### src/gb_clock_pkg.sv
`default_nettype none

package gb_clock_pkg;

	localparam int SYS_COUNT_W = 16;

	// free running count of clkin_a edges.
	typedef logic [SYS_COUNT_W-1:0] sys_count_t;

	// div shows the upper byte.
	localparam int DIV_MSB = 15;
	localparam int DIV_LSB = 8;

	localparam int PHI_BIT   = 1;  // 4 MHz / 4.
	localparam int FRAME_BIT = 12; // falling edge at 512 Hz.

	// tac layout.
	localparam int TAC_EN_BIT = 2;

	typedef logic [1:0] timer_sel_t;

	localparam timer_sel_t TIMER_SEL_4096   = 2'd0;
	localparam timer_sel_t TIMER_SEL_262144 = 2'd1;
	localparam timer_sel_t TIMER_SEL_65536  = 2'd2;
	localparam timer_sel_t TIMER_SEL_16384  = 2'd3;

	// counter taps for each rate code.
	localparam int TAP_SEL0 = 9;
	localparam int TAP_SEL1 = 3;
	localparam int TAP_SEL2 = 5;
	localparam int TAP_SEL3 = 7;

endpackage

`default_nettype wire

### src/gb_regs_pkg.sv
`default_nettype none

package gb_regs_pkg;

	// one register word on the cpu side.
	typedef logic [7:0] reg_byte_t;

	// offset inside the 0x04..0x07 window.
	typedef logic [1:0] reg_addr_t;

	localparam reg_addr_t ADDR_DIV  = 2'd0; // 0x04
	localparam reg_addr_t ADDR_TIMA = 2'd1; // 0x05
	localparam reg_addr_t ADDR_TMA  = 2'd2; // 0x06
	localparam reg_addr_t ADDR_TAC  = 2'd3; // 0x07

	// tac bits 7..3 are not implemented and read as ones.
	localparam reg_byte_t TAC_UNUSED_MASK = 8'hf8;

	// phase of the bus cycle just sampled.
	typedef enum logic [1:0] {
		APB_IDLE,
		APB_SETUP,
		APB_ACCESS
	} apb_state_t;

endpackage

`default_nettype wire

### src/clocks_reset_top.sv
`timescale 1ns/1ps
`default_nettype none

module clocks_reset_top (
	input  logic clkin_a,
	input  logic rst,

	input  logic psel,
	input  logic penable,
	input  logic pwrite,
	input  gb_regs_pkg::reg_addr_t paddr,
	input  gb_regs_pkg::reg_byte_t pwdata,
	output gb_regs_pkg::reg_byte_t prdata,
	output logic pready,

	output logic phi_out,
	output logic timer_irq,
	output logic tick_512hz,
	output logic tick_256hz,
	output logic tick_128hz
);

	gb_clock_pkg::sys_count_t sys_count;
	gb_regs_pkg::reg_byte_t wdata;
	gb_regs_pkg::reg_byte_t tima;
	gb_regs_pkg::reg_byte_t tma;
	gb_regs_pkg::reg_byte_t tac;
	logic div_clear;
	logic tima_we;
	logic tma_we;
	logic tac_we;

	reg_ctrl u_reg_ctrl (
		.clkin_a(clkin_a), .rst(rst),
		.psel(psel), .penable(penable), .pwrite(pwrite), .paddr(paddr),
		.pwdata(pwdata), .prdata(prdata), .pready(pready),
		.sys_count(sys_count), .tima(tima), .tma(tma), .tac(tac),
		.div_clear(div_clear), .tima_we(tima_we), .tma_we(tma_we),
		.tac_we(tac_we), .wdata(wdata)
	);

	div_counter u_div_counter (
		.clkin_a(clkin_a), .rst(rst), .div_clear(div_clear),
		.sys_count(sys_count), .phi_out(phi_out)
	);

	timer_unit u_timer_unit (
		.clkin_a(clkin_a), .rst(rst), .sys_count(sys_count), .wdata(wdata),
		.tima_we(tima_we), .tma_we(tma_we), .tac_we(tac_we),
		.tima(tima), .tma(tma), .tac(tac), .timer_irq(timer_irq)
	);

	frame_seq u_frame_seq (
		.clkin_a(clkin_a), .rst(rst), .sys_count(sys_count),
		.tick_512hz(tick_512hz), .tick_256hz(tick_256hz), .tick_128hz(tick_128hz)
	);

endmodule

`default_nettype wire

### src/div_counter.sv
`timescale 1ns/1ps
`default_nettype none

module div_counter (
	input  logic clkin_a,
	input  logic rst,
	input  logic div_clear,

	output gb_clock_pkg::sys_count_t sys_count,
	output logic phi_out
);

	gb_clock_pkg::sys_count_t count_next;

	// a div write restarts the whole chain, not only the visible byte.
	always_comb begin
		if (div_clear)
			count_next = '0;
		else
			count_next = sys_count + 1'b1;
	end

	always_ff @(posedge clkin_a) begin
		if (rst)
			sys_count <= '0;
		else
			sys_count <= count_next;
	end

	// cpu phase, one clock behind the counter bit.
	always_ff @(posedge clkin_a) begin
		if (rst)
			phi_out <= 1'b0;
		else
			phi_out <= sys_count[gb_clock_pkg::PHI_BIT];
	end

	// counter must restart from zero right after the write.
	assert property (@(posedge clkin_a) disable iff (rst)
		div_clear |=> (sys_count == '0));

endmodule

`default_nettype wire

### src/frame_seq.sv
`timescale 1ns/1ps
`default_nettype none

module frame_seq (
	input  logic clkin_a,
	input  logic rst,
	input  gb_clock_pkg::sys_count_t sys_count,

	output logic tick_512hz,
	output logic tick_256hz,
	output logic tick_128hz
);

	logic frame_q;
	logic fall;
	logic [1:0] step;

	// a div clear with bit 12 high counts as a falling edge too.
	assign fall = frame_q && !sys_count[gb_clock_pkg::FRAME_BIT];

	always_ff @(posedge clkin_a) begin
		if (rst) begin
			frame_q <= 1'b0;
			step <= 2'd0;
		end else begin
			frame_q <= sys_count[gb_clock_pkg::FRAME_BIT];
			if (fall)
				step <= step + 2'd1;
		end
	end

	always_ff @(posedge clkin_a) begin
		if (rst) begin
			tick_512hz <= 1'b0;
			tick_256hz <= 1'b0;
			tick_128hz <= 1'b0;
		end else begin
			tick_512hz <= fall;
			tick_256hz <= fall && step[0];          // every 2nd.
			tick_128hz <= fall && (step == 2'd3);   // every 4th.
		end
	end

	assert property (@(posedge clkin_a) disable iff (rst)
		tick_128hz |-> (tick_256hz && tick_512hz));

endmodule

`default_nettype wire

### src/reg_ctrl.sv
`timescale 1ns/1ps
`default_nettype none

module reg_ctrl (
	input  logic clkin_a,
	input  logic rst,

	input  logic psel,
	input  logic penable,
	input  logic pwrite,
	input  gb_regs_pkg::reg_addr_t paddr,
	input  gb_regs_pkg::reg_byte_t pwdata,
	output gb_regs_pkg::reg_byte_t prdata,
	output logic pready,

	input  gb_clock_pkg::sys_count_t sys_count,
	input  gb_regs_pkg::reg_byte_t tima,
	input  gb_regs_pkg::reg_byte_t tma,
	input  gb_regs_pkg::reg_byte_t tac,

	output logic div_clear,
	output logic tima_we,
	output logic tma_we,
	output logic tac_we,
	output gb_regs_pkg::reg_byte_t wdata
);

	gb_regs_pkg::apb_state_t state;
	gb_regs_pkg::apb_state_t state_next;
	logic access;
	logic wr;

	// state holds the phase of the cycle that just ended.
	always_comb begin
		state_next = gb_regs_pkg::APB_IDLE;
		case (state)
			gb_regs_pkg::APB_IDLE,
			gb_regs_pkg::APB_ACCESS: begin
				if (psel && !penable)
					state_next = gb_regs_pkg::APB_SETUP;
			end
			gb_regs_pkg::APB_SETUP: begin
				if (psel && penable)
					state_next = gb_regs_pkg::APB_ACCESS;
				else if (psel)
					state_next = gb_regs_pkg::APB_SETUP;
			end
			default: state_next = gb_regs_pkg::APB_IDLE;
		endcase
	end

	always_ff @(posedge clkin_a) begin
		if (rst)
			state <= gb_regs_pkg::APB_IDLE;
		else
			state <= state_next;
	end

	// access phase always follows a setup, no wait states.
	assign access = (state == gb_regs_pkg::APB_SETUP) && psel && penable;
	assign pready = access;
	assign wr = access && pwrite;

	assign div_clear = wr && (paddr == gb_regs_pkg::ADDR_DIV);
	assign tima_we   = wr && (paddr == gb_regs_pkg::ADDR_TIMA);
	assign tma_we    = wr && (paddr == gb_regs_pkg::ADDR_TMA);
	assign tac_we    = wr && (paddr == gb_regs_pkg::ADDR_TAC);
	assign wdata     = pwdata;

	// reads see the registers before the closing edge.
	always_comb begin
		case (paddr)
			gb_regs_pkg::ADDR_DIV:
				prdata = sys_count[gb_clock_pkg::DIV_MSB:gb_clock_pkg::DIV_LSB];
			gb_regs_pkg::ADDR_TIMA: prdata = tima;
			gb_regs_pkg::ADDR_TMA:  prdata = tma;
			default:                prdata = tac | gb_regs_pkg::TAC_UNUSED_MASK;
		endcase
	end

	// a master must pass through setup before raising penable.
	assert property (@(posedge clkin_a) disable iff (rst)
		$rose(penable) |-> $past(psel));

endmodule

`default_nettype wire

### src/timer_unit.sv
`timescale 1ns/1ps
`default_nettype none

module timer_unit (
	input  logic clkin_a,
	input  logic rst,
	input  gb_clock_pkg::sys_count_t sys_count,

	input  gb_regs_pkg::reg_byte_t wdata,
	input  logic tima_we,
	input  logic tma_we,
	input  logic tac_we,

	output gb_regs_pkg::reg_byte_t tima,
	output gb_regs_pkg::reg_byte_t tma,
	output gb_regs_pkg::reg_byte_t tac,
	output logic timer_irq
);

	gb_clock_pkg::timer_sel_t rate;
	logic tap;
	logic gated;
	logic gated_q;
	logic inc;
	logic ovf;

	assign rate = tac[1:0];

	always_comb begin
		case (rate)
			gb_clock_pkg::TIMER_SEL_4096:   tap = sys_count[gb_clock_pkg::TAP_SEL0];
			gb_clock_pkg::TIMER_SEL_262144: tap = sys_count[gb_clock_pkg::TAP_SEL1];
			gb_clock_pkg::TIMER_SEL_65536:  tap = sys_count[gb_clock_pkg::TAP_SEL2];
			gb_clock_pkg::TIMER_SEL_16384:  tap = sys_count[gb_clock_pkg::TAP_SEL3];
			default:                        tap = 1'b0;
		endcase
	end

	// enable gates the tap before the edge detector, so turning the
	// timer off or clearing div while the tap is high also counts.
	assign gated = tac[gb_clock_pkg::TAC_EN_BIT] && tap;
	assign inc = gated_q && !gated;
	assign ovf = inc && (tima == 8'hff);

	always_ff @(posedge clkin_a) begin
		if (rst) begin
			gated_q <= 1'b0;
			timer_irq <= 1'b0;
		end else begin
			gated_q <= gated;
			timer_irq <= ovf && !tima_we; // lost if the cpu writes tima.
		end
	end

	always_ff @(posedge clkin_a) begin
		if (rst) begin
			tima <= '0;
			tma <= '0;
			tac <= '0;
		end else begin
			if (tima_we)
				tima <= wdata;
			else if (ovf)
				tima <= tma; // reload on wrap.
			else if (inc)
				tima <= tima + 1'b1;

			if (tma_we)
				tma <= wdata;

			if (tac_we)
				tac <= wdata & ~gb_regs_pkg::TAC_UNUSED_MASK;
		end
	end

	// with the timer off and no pending fall, only a cpu write moves tima.
	assert property (@(posedge clkin_a) disable iff (rst)
		(!tac[gb_clock_pkg::TAC_EN_BIT] && !gated_q && !tima_we) |=> $stable(tima));

endmodule

`default_nettype wire

### config.mk
export PLATFORM = sky130hd
export DESIGN_NAME = clocks_reset_top
export DESIGN_NICKNAME = d
export VERILOG_FILES = /design/src/gb_clock_pkg.sv /design/src/gb_regs_pkg.sv /design/src/clocks_reset_top.sv /design/src/div_counter.sv /design/src/frame_seq.sv /design/src/reg_ctrl.sv /design/src/timer_unit.sv
export SDC_FILE = /design/constraint.sdc
export NUM_CORES = 1
export LEC_CHECK = 0
export ABC_CLOCK_PERIOD_IN_PS = 3300
export BUFFER_PORTS_ARGS = -buffer_cell sky130_fd_sc_hd__buf_4
export CAP_MARGIN = 25
export CORE_MARGIN = 5
export CORE_UTILIZATION = 61
export CTS_CLUSTER_DIAMETER = 150
export CTS_CLUSTER_SIZE = 10
export DETAILED_ROUTE_END_ITERATION = 6
export PLACE_DENSITY = 0.8
export SLEW_MARGIN = 20
export SYNTH_ARGS = -nofsm -noshare
export SYNTH_HDL_FRONTEND = slang
export SYNTH_SLANG_ARGS = --single-unit
### constraint.sdc
create_clock -name clkin_a -period 3.3 [get_ports clkin_a]
set_clock_uncertainty 0.15 [all_clocks]
set_input_delay 0.495 -clock clkin_a [delete_from_list [all_inputs] [get_ports clkin_a]]
set_output_delay 0.495 -clock clkin_a [all_outputs]
set_load 0.02 [all_outputs]
* Yosys cells after proc, flatten, opt, wreduce, memory -nomap -nowiden
Cells that the tools add are included.
** Storage, ports and cells
- Bits in registers :: 46
- Bits in latches :: 0
- RAM bits :: 0
- Memory bits (read-only) :: 0
- Output and inout bits :: 14
- Memories kept :: 0
** Cells by class
- Add/subtract/negate cells :: 3
- Multipliers :: 0
- Divide/modulo/power cells :: 0
- Order comparisons :: 0
- Equality and inequality tests :: 10
- Shifts and indexed selects :: 0
- Multiplexer cells :: 9
- Bitwise operators :: 0
- Reduce and logical (&&, ||, !) cells :: 26
** Operators with widths (number)
- $mux W8 :: 3
- $pmux W8 S3 :: 1
- $add A16 B1 Y16 const B :: 1
- $logic_and A1 B1 Y1 :: 16
- $eq A2 B2 Y1 const B :: 6
- $add A8 B1 Y8 const B :: 1
- $eq A8 B8 Y1 const B :: 1
- $eq A2 B1 Y1 const B :: 3
- $logic_not A2 Y1 :: 3
- $logic_not A1 Y1 :: 4
- $pmux W1 S4 :: 1
- $pmux W2 S2 :: 1
- $reduce_or A2 Y1 :: 2
- $reduce_bool A3 Y1 :: 1
- $add A2 B1 Y2 const B :: 1
- $mux W1 :: 2
- $mux W2 :: 1

* Depth between registers and ports, before layout
- Depth after elaboration :: 8
- Gate-level depth with buffers :: 7
- Depth with buffers taken out :: 6

* Hierarchy
From an unflattened synthesis, not the netlist that was laid out.
** Unflattened totals
- Cells, all modules :: 260
- Area total of the unflattened synthesis :: 2439.8 um2
** By module, submodules not included
- timer_unit :: times used 1, cells each 121, area an instance 1097.3 um2
- div_counter :: times used 1, cells each 82, area an instance 743.2 um2
- reg_ctrl :: times used 1, cells each 38, area an instance 377.9 um2
- frame_seq :: times used 1, cells each 19, area an instance 221.5 um2

* Worst setup path after synthesis
No wires, ideal clock.
- Kind :: input port to output port
- Start :: in paddr[1]
- End :: out prdata[1]
- Arrival time :: 1.513 ns
- Required time :: 2.655 ns
- Path slack :: 1.142 ns
- Stages on the path :: 2
- Buffers on the path :: 1
- Cell sequence :: buf_1 > mux4_1
** On the way
- Longest elaborated chain between the ends :: 2
** Ends and longest elaborated chain
- start: declaration :: line clocks_reset_top.sv:11 : input gb_regs_pkg::reg_addr_t paddr,
- $eq A2 B2 Y1 (tied with other cells) :: line reg_ctrl.sv:72 : case (paddr)
- $pmux W8 S3 * :: line reg_ctrl.sv:72
- end: declaration :: line clocks_reset_top.sv:13 : output gb_regs_pkg::reg_byte_t prdata,
Every way passes the cells marked *; elsewhere a longest branch is shown, timed or not.

* Worst setup path after layout
- Start :: reg u_timer_unit.tima[0]
- End :: reg u_timer_unit.tima[1]
** On the way
- Longest elaborated chain between the ends :: 4
** Ends and longest elaborated chain
- start: declaration :: line timer_unit.sv:14 : output gb_regs_pkg::reg_byte_t tima,
- start signal: assignment :: line timer_unit.sv:62 : tima <= wdata;
- start signal: assignment :: line timer_unit.sv:64 : tima <= tma;
- start signal: assignment :: line timer_unit.sv:66 : tima <= tima + 1'b1;
- $add A8 B1 Y8 or $eq A8 B8 Y1 (tied branches) :: line timer_unit.sv:66, timer_unit.sv:43
- $mux W8 or $logic_and A1 B1 Y1 (tied branches) :: line timer_unit.sv:65, timer_unit.sv:43
- $mux W8 :: line timer_unit.sv:63 : else if (ovf)
- $mux W8 :: line timer_unit.sv:61 : if (tima_we)
Parallel ways exist; a longest one is shown, timed or not. The select of a mux whose other input is x is not followed.
A chain may end at the register's enable or synchronous reset.

==> metrics <==
crit path kind=flip-flop to flip-flop; share of cells above drive strength 1=0.208; crit start category=flip-flop; layout overhead on the synthesized area=13.3%; Post-Syn Area=0.00226 mm^2; routed len/inst=between 15 and 20 um; crit end category=flip-flop; drc violations=0; RD Place Congestion=0.805; initial antenna violation count=0; Hold Crit Start=penable; placed cell area=roughly 0.0025 mm^2; Hold WC Path Type=input pin to flip-flop; #FFs+latches synth=46; max cap viols=0; pin count of the biggest net entering global routing=30; async set-reset flop share out of synthesis=0; clk_lat worst skew=about 300 ps; DIE AREA=slightly above 0.005 mm^2; Tot GR Track Use=0.190; Row Count=22; chip width=between 70 and 80 um; synth warn=0; Root Driver=clkbuf_8; leakage power total=approximately 0.0010 uW; Worst VDD drop=between 0.0003 and 0.0004 V; Post-synth EDFFs=0; critical register-to-register path startpoint=u_timer_unit.tima[0]; final hold vios=0; pre-CTS WS=around 990 ps; syn avg cell area=between 9 and 10 um^2; H-tree depth=2; core area=approximately 0.0036 mm^2; RSZ-0062 raised after global routing=no; Synth Instances=237; critical path peak fanout=6; number of setup violations in the final report=0; WP data required=between 3000 and 4000 ps; Pins Over Slew Limit=0; Peak Freq=~470 MHz; first-pass GRT wire length=slightly below 8000 um; Final Critical Period=~2100 ps; cts hold-fix bufs=0; Tightest Pin Transition=just over 700 ps; die height=70.9 um; routed wire length=about 4800 um; Post-CTS Setup Inserts=0; vias per inst=5.81; Layout Nets=about 280; worst setup margin=about 1200 ps; number of distinct library cells after synthesis=53; First-pass DRT Iterations=4; CP Launch Point=u_timer_unit.tima[0]; detailed placer's ending HPWL=3460 um; critical path arrival=about 2200 ps; port bufs=28; sequential fraction of the synthesis area=0.407; number of global-route vias before repair=1,675; Final Cell Area=0.00256 mm^2; DRT iter0 DRCs=between 100 and 150; Final period util=0.648; via count=roughly 1,800; Most used DFF post-synth=dfxtp_1; total negative slack=0 ps; # diodes=0; Starting Density=0.623; maximum buffer depth of the clock tree=2; CTS clock-pin slew for the worst setup and hold paths=around 90 ps; CTS tree=yes; total global routing overflow=0; Num CTS Buffers=5; clk sinks=46; Top Ports=29; post-cts resize count=0; syn nets=around 260; Final ANT Viol Nets=0; status=completed; Cell Pwr Density=about 380 mW/mm^2; Slew headroom=0.525
-- synthesized netlist by cell type (4+ instances only) --
cell type	n	share of area
mux2_2	6	0.030
xor2_1	7	0.027
o22a_1	5	0.019
and3_1	4	0.011
nand2_1	16	0.027
inv_1	6	0.0099
nand3_1	9	0.020
o21ai_0	6	0.013
and2_1	4	0.011
nor2_1	37	0.061
a21oi_1	5	0.011
xnor2_1	9	0.035
mux2i_1	16	0.071
dfxtp_1	46	0.41
nor2b_1	5	0.014
-- kinds of logic (layout without fill, tap and decap cells) --
| logic type | after synthesis | after routing | share of synthesized area |
|---|---|---|---|
| and+or+nand+nor | 100 | 100 | 0.235 |
| DFF | 46 | 46 | 0.407 |
| AOI/OAI and AO/OA | 32 | 32 | 0.111 |
| muxes | 25 | 25 | 0.132 |
| xor gates and xnor gates | 16 | 16 | 0.0619 |
| buffers and inverters | 15 | 42 | 0.0359 |
| adders and majority gates | 3 | 3 | 0.0166 |
-- area by class of cell --
class / instances / area [um^2]
Clock buffer: 5 / 68.8
Clock inverter: 3 / 21.3
Fill cell: 298 / 1070
Inverter: 6 / 22.5
Multi-Input combinational cell: 176 / 1260
Sequential cell: 46 / 921
Tap cell: 48 / 60.1
Timing Repair Buffer: 28 / 210
-- flip-flops by register name, summed over array words and instances (netlist names), 2 cells and up --
| signal | flops |
|---|---|
| u_div_counter.sys_count | 16 |
| u_frame_seq.step | 2 |
| u_timer_unit.tima | 8 |
| u_timer_unit.tac | 3 |
| u_timer_unit.tma | 8 |
| u_reg_ctrl.state | 2 |
-- stage by stage --
stage	hold slack, ps	instances	power [uW]	utilization
2_1_floorplan	268	237	613	-
3_3_place_gp	278	304	641	0.681
3_5_place_dp	316	304	643	0.681
4_1_cts	236	312	980	0.706
5_1_grt	252	312	1010	0.706
6_report	234	312	977	0.706
-- critical path, stage by stage (launching register included) --
cell and delay, ps:
dfxtp_1 460, ha_1 260, nand3_1 160, nor2_1 430, mux2_2 400, nand3_1 90, a21oi_1 70
-- path summary, 6_finish.rpt --
path | cells past startpoint | to | slack, ps
min | 2 | u_reg_ctrl.state[0] | 230
max | 6 | u_timer_unit.tima[1] | 1160
max reg2reg | 6 | u_timer_unit.tima[1] | 1160
min reg2reg | 1 | u_div_counter.sys_count[0] | 320
-- metal layers --
layer | vias up | share of wire | track usage | routed length [um]
met1 | 863 | 0.45 | 0.239 | 2150
met2 | 44 | 0.50 | 0.325 | 2390
met5 | - | 0 | 0 | 0
met4 | 0 | 0.015 | 0.0543 | 73
li1 | 895 | - | - | -
met3 | 10 | 0.044 | 0.0412 | 211
-- power by group --
group | internal (uW) | total, uW | switching [uW]
combinational | 29.8 | 65.9 | 36.1
clock | 149 | 347 | 198
sequential | 560 | 564 | 4.08
total | 739 | 977 | 238
-- cells in the final DEF, fill, tap and decap left out, types with 3 or more instances in the layout --
| master | instances |
|---|---|
| inv_1 | 6 |
| a21oi_1 | 5 |
| clkbuf_8 | 5 |
| mux2i_1 | 16 |
| nand2_1 | 16 |
| a31oi_1 | 3 |
| nor2b_1 | 5 |
| ha_1 | 3 |
| o22a_1 | 5 |
| nor2_1 | 37 |
| and2_1 | 4 |
| nand3b_1 | 3 |
| nand4_1 | 3 |
| dfxtp_1 | 46 |
| xor2_1 | 7 |
| o21ai_0 | 6 |
| buf_4 | 28 |
| mux2_2 | 6 |
| and3_1 | 4 |
| xnor2_1 | 9 |
| nor3_1 | 3 |
| nand3_1 | 9 |
Power figures use the tool's default switching activity.
